[config.mk]
export PLATFORM = sky130hd
export DESIGN_NAME = fetch_stage
export DESIGN_NICKNAME = d
export VERILOG_FILES = /design/src/hw/rv_isa_pkg.sv /design/src/hw/pipe_pkg.sv /design/src/hw/fetch_stage.sv
export SDC_FILE = /design/constraint.sdc
export NUM_CORES = 1
export LEC_CHECK = 0
export ABC_CLOCK_PERIOD_IN_PS = 6700
export BUFFER_PORTS_ARGS = -buffer_cell sky130_fd_sc_hd__buf_4
export CORE_AREA = 2 2 128 130
export DETAILED_ROUTE_END_ITERATION = 8
export DIE_AREA = 0 0 130 132
export GPL_TIMING_DRIVEN = 0
export PLACE_DENSITY = 0.93
export SLEW_MARGIN = 0
export SYNTH_ARGS = -nofsm -noshare
export SYNTH_HDL_FRONTEND = slang
export SYNTH_SLANG_ARGS = --single-unit
[constraint.sdc]
create_clock -name clock -period 6.7 [get_ports clock]
set_clock_uncertainty 0.2 [all_clocks]
set_input_delay 0.67 -clock clock [delete_from_list [all_inputs] [get_ports clock]]
set_output_delay 0.67 -clock clock [all_outputs]
set_load 0.01 [all_outputs]
[src/hw/rv_isa_pkg.sv]
// RV64I subset encodings: widths, opcodes, funct3/funct7 codes and the NOP word
`default_nettype none

package rv_isa_pkg;

    // Datapath and instruction widths
    localparam int XLEN   = 64;           // Data and address width
    localparam int ILEN   = 32;           // Instruction word width
    localparam int OPC_W  = 7;            // Opcode field
    localparam int REG_AW = 5;            // rd/rs1/rs2 fields
    localparam int F3_W   = 3;
    localparam int F7_W   = 7;

    // Major opcodes, bits [6:0]
    localparam logic [OPC_W-1:0] OP_LUI    = 7'b0110111;
    localparam logic [OPC_W-1:0] OP_AUIPC  = 7'b0010111;
    localparam logic [OPC_W-1:0] OP_OPIMM  = 7'b0010011;  // ADDI only here
    localparam logic [OPC_W-1:0] OP_OP     = 7'b0110011;  // ADD / SUB
    localparam logic [OPC_W-1:0] OP_LOAD   = 7'b0000011;
    localparam logic [OPC_W-1:0] OP_STORE  = 7'b0100011;
    localparam logic [OPC_W-1:0] OP_BRANCH = 7'b1100011;
    localparam logic [OPC_W-1:0] OP_JAL    = 7'b1101111;

    // funct3 codes of the subset
    localparam logic [F3_W-1:0] F3_ADD = 3'b000;   // ADD, SUB, ADDI
    localparam logic [F3_W-1:0] F3_LB  = 3'b000;
    localparam logic [F3_W-1:0] F3_LD  = 3'b011;
    localparam logic [F3_W-1:0] F3_SD  = 3'b011;
    localparam logic [F3_W-1:0] F3_BEQ = 3'b000;
    localparam logic [F3_W-1:0] F3_BNE = 3'b001;

    // funct7 that turns ADD into SUB
    localparam logic [F7_W-1:0] F7_SUB = 7'b0100000;

    // ADDI x0, x0, 0
    localparam logic [ILEN-1:0] NOP_WORD = 32'h0000_0013;

endpackage

`default_nettype wire

[src/hw/pipe_pkg.sv]
// Packed structs for fetch packets, data memory requests and retire reports
`default_nettype none

package pipe_pkg;

    // Fetch to queue, 97 bits
    typedef struct packed {
        logic [rv_isa_pkg::XLEN-1:0] pc;      // Address the word came from
        logic [rv_isa_pkg::ILEN-1:0] instr;   // Raw instruction word
        logic                        epoch;   // Fetch epoch at request time
    } fetch_pkt_t;

    // Execute to data memory
    typedef struct packed {
        logic                        valid;
        logic                        we;      // 1 = store, 0 = load
        logic [rv_isa_pkg::XLEN-1:0] addr;
        logic [rv_isa_pkg::XLEN-1:0] wdata;   // SD data, full doubleword
    } dmem_req_t;

    // One retired instruction, for the ISA checker
    typedef struct packed {
        logic                          valid;
        logic [rv_isa_pkg::XLEN-1:0]   pc;
        logic [rv_isa_pkg::ILEN-1:0]   instr;
        logic [rv_isa_pkg::REG_AW-1:0] rd;
        logic                          rd_we;
        logic [rv_isa_pkg::XLEN-1:0]   rd_data;  // Zero whenever rd is x0
    } retire_t;

endpackage

`default_nettype wire

[src/hw/fetch_stage.sv]
// Fetch stage: PC, credit counter, instruction read issue and redirect epochs
`default_nettype none
`timescale 1ns/1ps

module fetch_stage #(
    parameter int                          QUEUE_DEPTH = 4,
    parameter logic [rv_isa_pkg::XLEN-1:0] RESET_PC    = '0
) (
    input  wire                               clock,
    input  wire                               reset_n,
    output logic                              o_imem_req,
    output logic [rv_isa_pkg::XLEN-1:0]       o_imem_addr,
    input  wire  [rv_isa_pkg::ILEN-1:0]       i_imem_data,
    output logic                              o_push,
    output pipe_pkg::fetch_pkt_t              o_pkt,
    input  wire                               i_credit_ret,
    input  wire                               i_redirect,
    input  wire  [rv_isa_pkg::XLEN-1:0]       i_redirect_pc
);

    localparam int CW = $clog2(QUEUE_DEPTH + 1);  // Holds 0..QUEUE_DEPTH

    logic [CW-1:0]                 credits;    // Free queue slots not yet claimed
    logic [rv_isa_pkg::XLEN-1:0]   pc;         // Next address to request
    logic                          epoch;      // Toggles on every redirect
    logic                          req_epoch;  // Epoch of the request on the bus
    logic                          rsp_valid;  // Word on i_imem_data this cycle
    logic [rv_isa_pkg::XLEN-1:0]   rsp_pc;
    logic                          rsp_epoch;
    logic                          issue;
    logic [rv_isa_pkg::XLEN-1:0]   issue_pc;

    assign issue    = (credits != '0);                    // One credit per request
    assign issue_pc = i_redirect ? i_redirect_pc : pc;    // Redirect wins same cycle

    always_ff @(posedge clock or negedge reset_n) begin
        if (!reset_n) begin
            credits     <= CW'(QUEUE_DEPTH);
            pc          <= RESET_PC;
            epoch       <= 1'b0;
            o_imem_req  <= 1'b0;
            o_imem_addr <= RESET_PC;
            req_epoch   <= 1'b0;
            rsp_valid   <= 1'b0;
        end else begin
            credits    <= credits - CW'(issue) + CW'(i_credit_ret);
            epoch      <= epoch ^ i_redirect;
            o_imem_req <= issue;
            rsp_valid  <= o_imem_req;         // Word comes back one cycle later
            if (issue) begin
                o_imem_addr <= issue_pc;
                req_epoch   <= epoch ^ i_redirect;  // New path carries new epoch
                pc          <= issue_pc + rv_isa_pkg::XLEN'(4);
            end else if (i_redirect) begin
                pc <= i_redirect_pc;              // Out of credits, just retarget
            end
        end
    end

    // Tag for the word returning next cycle
    always_ff @(posedge clock) begin
        rsp_pc    <= o_imem_addr;
        rsp_epoch <= req_epoch;
    end

    // Push in the data cycle; a stale word keeps its old epoch so its credit comes back
    assign o_push = rsp_valid;
    assign o_pkt  = '{pc: rsp_pc, instr: i_imem_data, epoch: rsp_epoch};

endmodule

`default_nettype wire

==> flow_summary.ini <==
[floorplan]
die_h_um = 132
die_area_um2 = 17200
io_pins = 263
die_x_um = 130
start_util_pct = 54.3
fp-row-count = 46
core-area_um2 = 15700

[clock_network]
cts_resized = 0
cts-root-buf = clkbuf_16
cts_max_level = 4
post-cts-setup-buffers = 0
clock-sinks = 200
clk_pin_slew_worst_paths_ns = 0.07
clk_latency_ns = 0.44
tritoncts = built
cts_hold_buf = 0
cts_inserted_buffers = 17
cts_buffer_depth = 2

[setup_path]
crit_required_ns = 6.86
crit_arrival_ns = 4.96
crit_type = primary input to flip-flop
r2r_cells = 12
end_kind = flip-flop
r2r_end = credits[2]
startpoint_type = primary input
r2r_setup_slack_ns = 2.81
r2r-start = credits[2]
worstPathMaxFanout = 10

[sta]
whs_ns = 0.0203
tightest_slew_ns = 0.981
finalSetupViolCount = 0
relSlewSlack_pct = 34.6
timing.setup.tns_ns = 0
rsz0062_at_grt = false
fmax_mhz = 209
fin_crit_sh_pct = 71.6
final-max-slew-violation-count = 0
hold_viol_final = 0
min_period_ns = 4.80

[yosys]
ys_ff_latch = 200
syn_nets = 902
synth_warnings = 0
avgSynthCellArea_um2 = 10.7
synth_xor_area_share_pct = 6.67
synth_fa_ha_area_share_pct = 0.674
synth_edf_count = 0
synthTopCellsByCount = 134 x dfrtp_1, 82 x nor2_1, 74 x a21oi_1
synth_top_family_by_area = simple AND/OR/NAND/NOR gates
yosys.cell_count.top_type = dfrtp_1
synth_area_leaders = dfrtp_1 39%, dfxtp_1 15%, mux2i_1 6.9%, xnor2_1 5.8%, a21oi_1 4.3%
synthCells = 798
synth_compound_area_share_pct = 8.69
synth_cell_type_count = 51
async_flop_share_pct = 67.5
synth_ff_type = dfrtp_1
muxShareOfSynthArea_pct = 7.31
synthSimpleGateAreaFrac_pct = 16.7
synthesis.area_um2 = 8540
yosys.area.top_type = dfrtp_1
seq_area_frac_synth_pct = 54.8
netlist.area_leader.share_pct = 39.3

[pwr]
seqPwrFrac_pct = 43.9
power_frac_clock_pct = 25.0
p_switching_uw = 1350
power_frac_comb_pct = 31.1
power_density_nw_per_um2 = 375
power_leakage_uw = 0.00489
peakVddDrop_mv = 0.234
power_uw = 4190
swShare_pct = 32.3
intPower_uw = 2840

[layout]
syn_to_final_growth_pct = 30.8
drive_above_1_share_pct = 30.1
post-route-util_pct = 71.1
n_antenna_cell = 0
nets = 1152
fill_cells = 1142

[grt]
antenna_found_initial = 0
grt_pass1_wl_mm = 38.5
grt_pass1_vias = 7368
grt_max_degree = 69
grt_overflow = 0
grtUsageTotal_pct = 29.3

[place]
port_buffers = 230
hpwl_mm = 18.1
globalplace.congestion = 0.912

[drt]
dr.pass1.iters = 6
routed_via_density = 5.78
wl_mm = 25.1
first_iter_violations = 991
drtAntennaViolNets = 0
wl_per_cell_um = 19.6
drc = 0
vias = 7382

[worst_hold_path]
hold_class = primary input to asynchronous set/reset pin

[outcome]
outcome = finished clean

[job]
drv_cap = 0
[kinds of logic after synthesis]
family | after synthesis
simple gates | 267
flops | 200
compound gates | 122
buf+inv | 78
xor+xnor | 65
mux | 62
fa+ha+maj | 4
[worst max-delay path by stage]
stage,from,to,slack [ns],cells past startpoint
after floorplan,i_redirect,pc[54],3.07,13
after detailed placement,i_redirect,pc[54],1.66,14
after CTS,i_redirect,pc[54],2.07,14
after global routing,i_redirect,pc[54],1.66,14
after global placement,i_redirect,pc[54],1.69,14
final,i_redirect,pc[54],1.90,14
[layer usage]
| metal | vias up | part of all wire, % | GRT usage, % |
|---|---|---|---|
| met2 | 479 | 48 | 46.7 |
| met3 | 79 | 9.8 | 7.83 |
| met1 | 3517 | 39 | 37.9 |
| met5 | - | 0 | 0 |
| li1 | 3307 | - | - |
| met4 | 0 | 3.5 | 11.8 |
[power by group through the flow]
stage | registers [uW] | clock network (uW) | logic, uW
3_5_place_dp | 1850 | 0 | 1300
6_report | 1840 | 1050 | 1310
5_1_grt | 1880 | 1110 | 1410
4_1_cts | 1840 | 1050 | 1310
2_1_floorplan | 1970 | 0 | 423
3_3_place_gp | 1830 | 0 | 1250
[state kept, by name, summed over array words and instances (netlist names)]
signal / count
credits: 3
epoch: 1
o_imem_addr: 64
o_imem_req: 1
o_push: 1
pc: 64
req_epoch: 1
rsp_epoch: 1
rsp_pc: 64
[area by class of cell]
| type | count | area, um2 | area share [%] |
|---|---|---|---|
| Clock buffer | 26 | 510 | 4.57 |
| Multi-Input combinational cell | 520 | 3420 | 30.6 |
| Inverter | 9 | 33.8 | 0.303 |
| Buffer | 69 | 403 | 3.61 |
| Timing Repair Buffer | 231 | 1760 | 15.7 |
| Tap cell | 216 | 270 | 2.42 |
| Sequential cell | 200 | 4680 | 41.9 |
| Clock inverter | 6 | 88.8 | 0.796 |
[cells in the final DEF (no fill, tap or decap), drive strengths merged, types with 3 or more instances in the layout]
cell type,count
nand4b,8
inv,10
xnor2,57
clkbuf,44
nand2,32
a22o,3
nor4b,4
buf,282
a211oi,3
a32oi,3
nand3b,32
nand4,20
a22oi,18
dfxtp,65
nor2,82
ha,3
nor4,18
nor3b,3
dfrtp,134
nor2b,3
nand3,46
o21ai,7
clkinv,3
mux2i,59
a21oi,74
mux2,3
nor3,13
xor2,8
a31oi,3
[worst max-delay path, cell delays in order]
cell      delay (ns)
buf_4           0.11
buf_2           0.25
clkbuf_1        0.52
buf_2           0.39
buf_1           0.63
mux2i_1         0.27
inv_1           0.11
ha_1            0.14
o31ai_1         0.12
a221oi_2        0.39
nand3_1         0.39
buf_2           0.33
nor4_1          0.46
xnor2_1         0.17
[stage by stage]
stage | instances | worst slack [ns] | cell area (um2)
floorplan | 798 | 3.07 | 8540
global placement | 1244 | 1.69 | 10500
detailed placement | 1245 | 1.66 | 10600
CTS | 1277 | 2.07 | 11200
global route | 1277 | 1.66 | 11200
finish | 1277 | 1.90 | 11200
Note: power is estimated with default switching activity, not from simulation.
