===== config.mk =====
export PLATFORM = sky130hd
export DESIGN_NAME = inst_queue
export DESIGN_NICKNAME = d
export VERILOG_FILES = /design/src/hw/rv_isa_pkg.sv /design/src/hw/pipe_pkg.sv /design/src/hw/inst_queue.sv
export SDC_FILE = /design/constraint.sdc
export NUM_CORES = 1
export LEC_CHECK = 0
export BUFFER_PORTS_ARGS = -buffer_cell sky130_fd_sc_hd__buf_2
export CAP_MARGIN = 20
export CORE_ASPECT_RATIO = 1.5
export CORE_MARGIN = 2
export CORE_UTILIZATION = 45
export CTS_CLUSTER_DIAMETER = 30
export CTS_CLUSTER_SIZE = 24
export DETAILED_ROUTE_END_ITERATION = 10
export PLACE_DENSITY = 0.68
export SETUP_SLACK_MARGIN = 0.15
export SKIP_LAST_GASP = 1
export SYNTH_ARGS = -nofsm -noshare
export SYNTH_HDL_FRONTEND = slang
export SYNTH_SLANG_ARGS = --single-unit

===== constraint.sdc =====
create_clock -name clock -period 7.7 [get_ports clock]
set_input_delay 1.155 -clock clock [delete_from_list [all_inputs] [get_ports clock]]
set_output_delay 1.155 -clock clock [all_outputs]
set_load 0.01 [all_outputs]

===== src/hw/rv_isa_pkg.sv =====
// RV64I subset encodings: widths, opcodes, funct3/funct7 codes and the NOP word
`default_nettype none

package rv_isa_pkg;

    // Datapath and instruction widths
    localparam int XLEN   = 64;           // Data and address width
    localparam int ILEN   = 32;           // Instruction word width
    localparam int OPC_W  = 7;            // Opcode field
    localparam int REG_AW = 5;            // rd/rs1/rs2 fields
    localparam int F3_W   = 3;
    localparam int F7_W   = 7;

    // Major opcodes, bits [6:0]
    localparam logic [OPC_W-1:0] OP_LUI    = 7'b0110111;
    localparam logic [OPC_W-1:0] OP_AUIPC  = 7'b0010111;
    localparam logic [OPC_W-1:0] OP_OPIMM  = 7'b0010011;  // ADDI only here
    localparam logic [OPC_W-1:0] OP_OP     = 7'b0110011;  // ADD / SUB
    localparam logic [OPC_W-1:0] OP_LOAD   = 7'b0000011;
    localparam logic [OPC_W-1:0] OP_STORE  = 7'b0100011;
    localparam logic [OPC_W-1:0] OP_BRANCH = 7'b1100011;
    localparam logic [OPC_W-1:0] OP_JAL    = 7'b1101111;

    // funct3 codes of the subset
    localparam logic [F3_W-1:0] F3_ADD = 3'b000;   // ADD, SUB, ADDI
    localparam logic [F3_W-1:0] F3_LB  = 3'b000;
    localparam logic [F3_W-1:0] F3_LD  = 3'b011;
    localparam logic [F3_W-1:0] F3_SD  = 3'b011;
    localparam logic [F3_W-1:0] F3_BEQ = 3'b000;
    localparam logic [F3_W-1:0] F3_BNE = 3'b001;

    // funct7 that turns ADD into SUB
    localparam logic [F7_W-1:0] F7_SUB = 7'b0100000;

    // ADDI x0, x0, 0
    localparam logic [ILEN-1:0] NOP_WORD = 32'h0000_0013;

endpackage

`default_nettype wire


===== src/hw/pipe_pkg.sv =====
// Packed structs for fetch packets, data memory requests and retire reports
`default_nettype none

package pipe_pkg;

    // Fetch to queue, 97 bits
    typedef struct packed {
        logic [rv_isa_pkg::XLEN-1:0] pc;      // Address the word came from
        logic [rv_isa_pkg::ILEN-1:0] instr;   // Raw instruction word
        logic                        epoch;   // Fetch epoch at request time
    } fetch_pkt_t;

    // Execute to data memory
    typedef struct packed {
        logic                        valid;
        logic                        we;      // 1 = store, 0 = load
        logic [rv_isa_pkg::XLEN-1:0] addr;
        logic [rv_isa_pkg::XLEN-1:0] wdata;   // SD data, full doubleword
    } dmem_req_t;

    // One retired instruction, for the ISA checker
    typedef struct packed {
        logic                          valid;
        logic [rv_isa_pkg::XLEN-1:0]   pc;
        logic [rv_isa_pkg::ILEN-1:0]   instr;
        logic [rv_isa_pkg::REG_AW-1:0] rd;
        logic                          rd_we;
        logic [rv_isa_pkg::XLEN-1:0]   rd_data;  // Zero whenever rd is x0
    } retire_t;

endpackage

`default_nettype wire


===== src/hw/inst_queue.sv =====
// Instruction queue: circular FIFO of fetch packets with one credit back per pop
`default_nettype none
`timescale 1ns/1ps

module inst_queue #(
    parameter int QUEUE_DEPTH = 4
) (
    input  wire                    clock,
    input  wire                    reset_n,
    input  wire                    i_push,
    input  wire pipe_pkg::fetch_pkt_t i_pkt,
    input  wire                    i_pop,
    output pipe_pkg::fetch_pkt_t   o_head,
    output logic                   o_not_empty,
    output logic                   o_credit_ret
);

    localparam int PW = $clog2(QUEUE_DEPTH);      // Pointer width, wraps naturally
    localparam int CW = $clog2(QUEUE_DEPTH + 1);  // Occupancy 0..QUEUE_DEPTH

    pipe_pkg::fetch_pkt_t mem [0:QUEUE_DEPTH-1];
    logic [PW-1:0]        wr_ptr;
    logic [PW-1:0]        rd_ptr;
    logic [CW-1:0]        count;
    logic                 do_pop;

    assign o_not_empty = (count != '0);
    assign do_pop      = i_pop && o_not_empty;   // Ignore pops on empty
    assign o_head      = mem[rd_ptr];            // Read-through head

    // Credits guarantee space, so push needs no full check
    always_ff @(posedge clock or negedge reset_n) begin
        if (!reset_n) begin
            wr_ptr       <= '0;
            rd_ptr       <= '0;
            count        <= '0;
            o_credit_ret <= 1'b0;
        end else begin
            wr_ptr       <= wr_ptr + PW'(i_push);
            rd_ptr       <= rd_ptr + PW'(do_pop);
            count        <= count + CW'(i_push) - CW'(do_pop);
            o_credit_ret <= do_pop;              // One credit, cycle after pop
        end
    end

    // Storage
    always_ff @(posedge clock) begin
        if (i_push) begin
            mem[wr_ptr] <= i_pkt;
        end
    end

endmodule

`default_nettype wire


==> results.md <==
| Parameter | Reported | Unit |
| --- | --- | --- |
| Nets | 875 | - |
| Unique cell type count in the Yosys netlist | 18 | - |
| Area of the core | 31600 | um2 |
| Post-Route Utilization | 0.557 | - |
| Main area contributors after synthesis | sky130_fd_sc_hd__edfxtp_1 (81%), sky130_fd_sc_hd__mux4_2 (15%), sky130_fd_sc_hd__dfrtp_1 (1.4%) | - |
| Startpoint type of the worst setup path | flip-flop | - |
| Cell depth of the worst flop-to-flop path | 2 | - |
| Largest voltage drop on the vdd net | 0.000242 | V |
| Residual overflow from global routing | 0 | - |
| Antenna Nets Post-Route | 0 | - |
| Die boundary width | 150 | um |
| Slew @ Worst Pin | 0.885 | ns |
| Sum of internal, switching and leakage power | 0.00720 | W |
| Global router's overall resource usage | 0.163 | - |
| TritonCTS sink count | 396 | - |
| Reg2Reg Setup Slack | 5.16 | ns |
| Cell Area, Synth | 14400 | um2 |
| Startpoint of the worst register-to-register path | wr_ptr[1]$_DFF_PN0_ | - |
| Most common cell after layout, fill and taps aside | sky130_fd_sc_hd__edfxtp_1 | - |
| Number of buffers inserted to repair setup after CTS | 0 | - |
| Source-to-sink clock delay at the later pin of the worst-skew pair | 0.56 | ns |
| Vias in the first global route | 7238 | - |
| Initial antenna violation count | 3 | - |
| Synth warnings | 0 | - |
| Average vias per placed instance | 5.35 | - |
| Status | completed | - |
| Vias | 6527 | - |
| DIE AREA | 33400 | um2 |
| Worst reg2reg path endpoint | mem[1][29]$_DFFE_PP_ | - |
| Mapped Nets | 639 | - |
| Post-synth top area share | 0.812 | - |
| Most frequent cells in the layout | sky130_fd_sc_hd__edfxtp_1 (388), sky130_fd_sc_hd__buf_2 (199), sky130_fd_sc_hd__mux4_2 (97) | - |
| Instance count of the mapped netlist | 533 | - |
| Maximum capacitance violations | 0 | - |
| Endpoint arrival time on the critical path | 2.83 | ns |
| Share of final-layout standard cells stronger than drive strength 1 | 0.490 | - |
| Hold Vio Cnt, Final | 0 | - |
| Count of hold-fix buffers inserted at cts | 0 | - |
| CTS HTree Levels | 2 | - |
| Setup repair after global routing missed its margin | no | - |
| Total negative setup slack | 0 | ns |
| Avg Synthesized Cell Area | 26.9 | um2 |
| Starting DRT DRC Count | 322 | - |
| Max-slew violation total from the final report | 0 | - |
| Drt wl/cell | 21.9 | um |
| Synth-to-Final Area Change | 22.8 | % |
| Maximum number of pins on one net before global-route repair | 60 | - |
| CTS clk-pin slew, worst paths | 0.06 | ns |
| Starting density of the core | 0.454 | - |
| Clock tree from TritonCTS | done | - |
| Clock Root Buffer | sky130_fd_sc_hd__clkbuf_16 | - |
| Final setup viols | 0 | - |
| Half-perimeter wire length after placement | 15600 | um |
| Crit path max fanout | 59 | - |
| Floorplan row count | 80 | - |
| Port Buffers | 199 | - |
| Buffer levels on the longest clock path | 3 | - |
| Startpoint-to-endpoint class of the critical path | reg -> out | - |
| Top-level port count | 200 | - |
| Worst hold-check path type | in -> async | - |
| Total wire length after detailed routing | 26700 | um |
| P_leak | 6.07 | nW |
| Post-synthesis sequential area ratio | 0.826 | - |
| Post-route clock skew | 0.0169 | ns |
| TritonRoute pass-1 iters | 5 | - |
| Relative slew slack | 0.410 | - |
| Number of storage elements in the synthesis netlist | 396 | - |
| DRC violation count after routing | 0 | - |
| Period utilisation layout | 0.518 | - |
| Vertical die dimension | 223 | um |
| Endpoint kind of the worst setup timing path | primary output | - |
| Power per unit of standard cell area | 408 | nW/um2 |
| Number of CTS-inserted buffers | 49 | - |
| Post-CTS Resized | 0 | - |
| Routability Congestion | 0.700 | - |
| Timing-limited maximum frequency | 0.251 | GHz |
| Minimum clock period after layout | 3.99 | ns |
| Wire length of the first global-routing pass | 40700 | um |
| Worst EP required | 6.55 | ns |
| Largest area contributor in the netlist | sky130_fd_sc_hd__edfxtp_1 | - |
-- routing by layer --
| layer | wire (um) | global-route usage | vias up |
|---|---|---|---|
| li1 | - | - | 2814 |
| met1 | 10000 | 0.199 | 3442 |
| met2 | 14300 | 0.280 | 212 |
| met3 | 1550 | 0.0390 | 55 |
| met4 | 832 | 0.0642 | 4 |
| met5 | 30 | 0 | - |
-- cells in the mapped netlist --
library cell and count:
sky130_fd_sc_hd__mux4_2 97, sky130_fd_sc_hd__ha_1 4, sky130_fd_sc_hd__buf_12 1, sky130_fd_sc_hd__and3b_1 2
sky130_fd_sc_hd__fa_1 1, sky130_fd_sc_hd__or3_1 1, sky130_fd_sc_hd__clkbuf_1 6, sky130_fd_sc_hd__inv_1 4
sky130_fd_sc_hd__buf_4 1, sky130_fd_sc_hd__buf_2 10, sky130_fd_sc_hd__edfxtp_1 388, sky130_fd_sc_hd__nor3b_1 1
sky130_fd_sc_hd__dfrtp_1 8, sky130_fd_sc_hd__and3_1 1, sky130_fd_sc_hd__buf_6 4, sky130_fd_sc_hd__o31a_1 1
sky130_fd_sc_hd__xor3_1 1, sky130_fd_sc_hd__xor2_1 2
-- report_power, final --
group	switching [W]	total (W)	internal, W
combinational	0.000923	0.00174	0.000820
clock	0.000942	0.00244	0.00150
sequential	0.000175	0.00301	0.00283
total	0.00204	0.00720	0.00516
-- critical path, cell delays in order, from the launching register on --
cell and delay, ns:
sky130_fd_sc_hd__dfrtp_4 0.84, sky130_fd_sc_hd__buf_4 0.81, sky130_fd_sc_hd__mux4_2 0.45, sky130_fd_sc_hd__buf_2 0.16
-- how the worst max path moves through the flow --
stage / depth (start not counted) / endpoint / startpoint / slack [ns]
5_1_grt: 3 / o_head[5] / rd_ptr[0]$_DFF_PN0_ / 3.52
4_1_cts: 3 / o_head[41] / rd_ptr[1]$_DFF_PN0_ / 3.63
3_3_place_gp: 3 / o_head[28] / rd_ptr[1]$_DFF_PN0_ / 4.25
6_report: 3 / o_head[41] / rd_ptr[1]$_DFF_PN0_ / 3.71
3_5_place_dp: 3 / o_head[41] / rd_ptr[1]$_DFF_PN0_ / 4.22
2_1_floorplan: 1 / mem[0][0]$_DFFE_PP_ / i_push / 2.33
-- state kept, by name, indices dropped and copies added (netlist names) --
register and flops:
count 3, mem 388, o_credit_ret 1, rd_ptr 2, wr_ptr 2
-- stage by stage --
stage | hold WS, ns | instance area (um2) | setup slack (ns) | cells
finish | 0.446 | 17600 | 3.71 | 1221
global route | 0.429 | 17600 | 3.52 | 1221
CTS | 0.432 | 17600 | 3.63 | 1220
detailed placement | 0.599 | 15800 | 4.22 | 1128
global placement | 0.562 | 15800 | 4.25 | 1128
floorplan | 0.497 | 14400 | 2.33 | 533
-- final cells by class --
cell class | instances | area [um2]
timing repair buffer | 207 | 1060
multi-input combinational | 111 | 2370
inverter | 4 | 15.0
sequential | 396 | 11900
clock buffer | 55 | 1300
tap | 410 | 513
fill | 2371 | 14000
clock inverter | 37 | 515
antenna | 1 | 2.50
-- logic make-up after synthesis --
| kind of cell | after synthesis | share of synthesized area |
|---|---|---|
| buf+inv | 26 | 0.0112 |
| compound gates | 1 | 0.000610 |
| flops | 396 | 0.826 |
| simple gates | 5 | 0.00262 |
| mux | 97 | 0.152 |
| xor+xnor | 3 | 0.00288 |
| fa+ha+maj | 5 | 0.00488 |
Note: power is estimated with default switching activity, not from simulation.
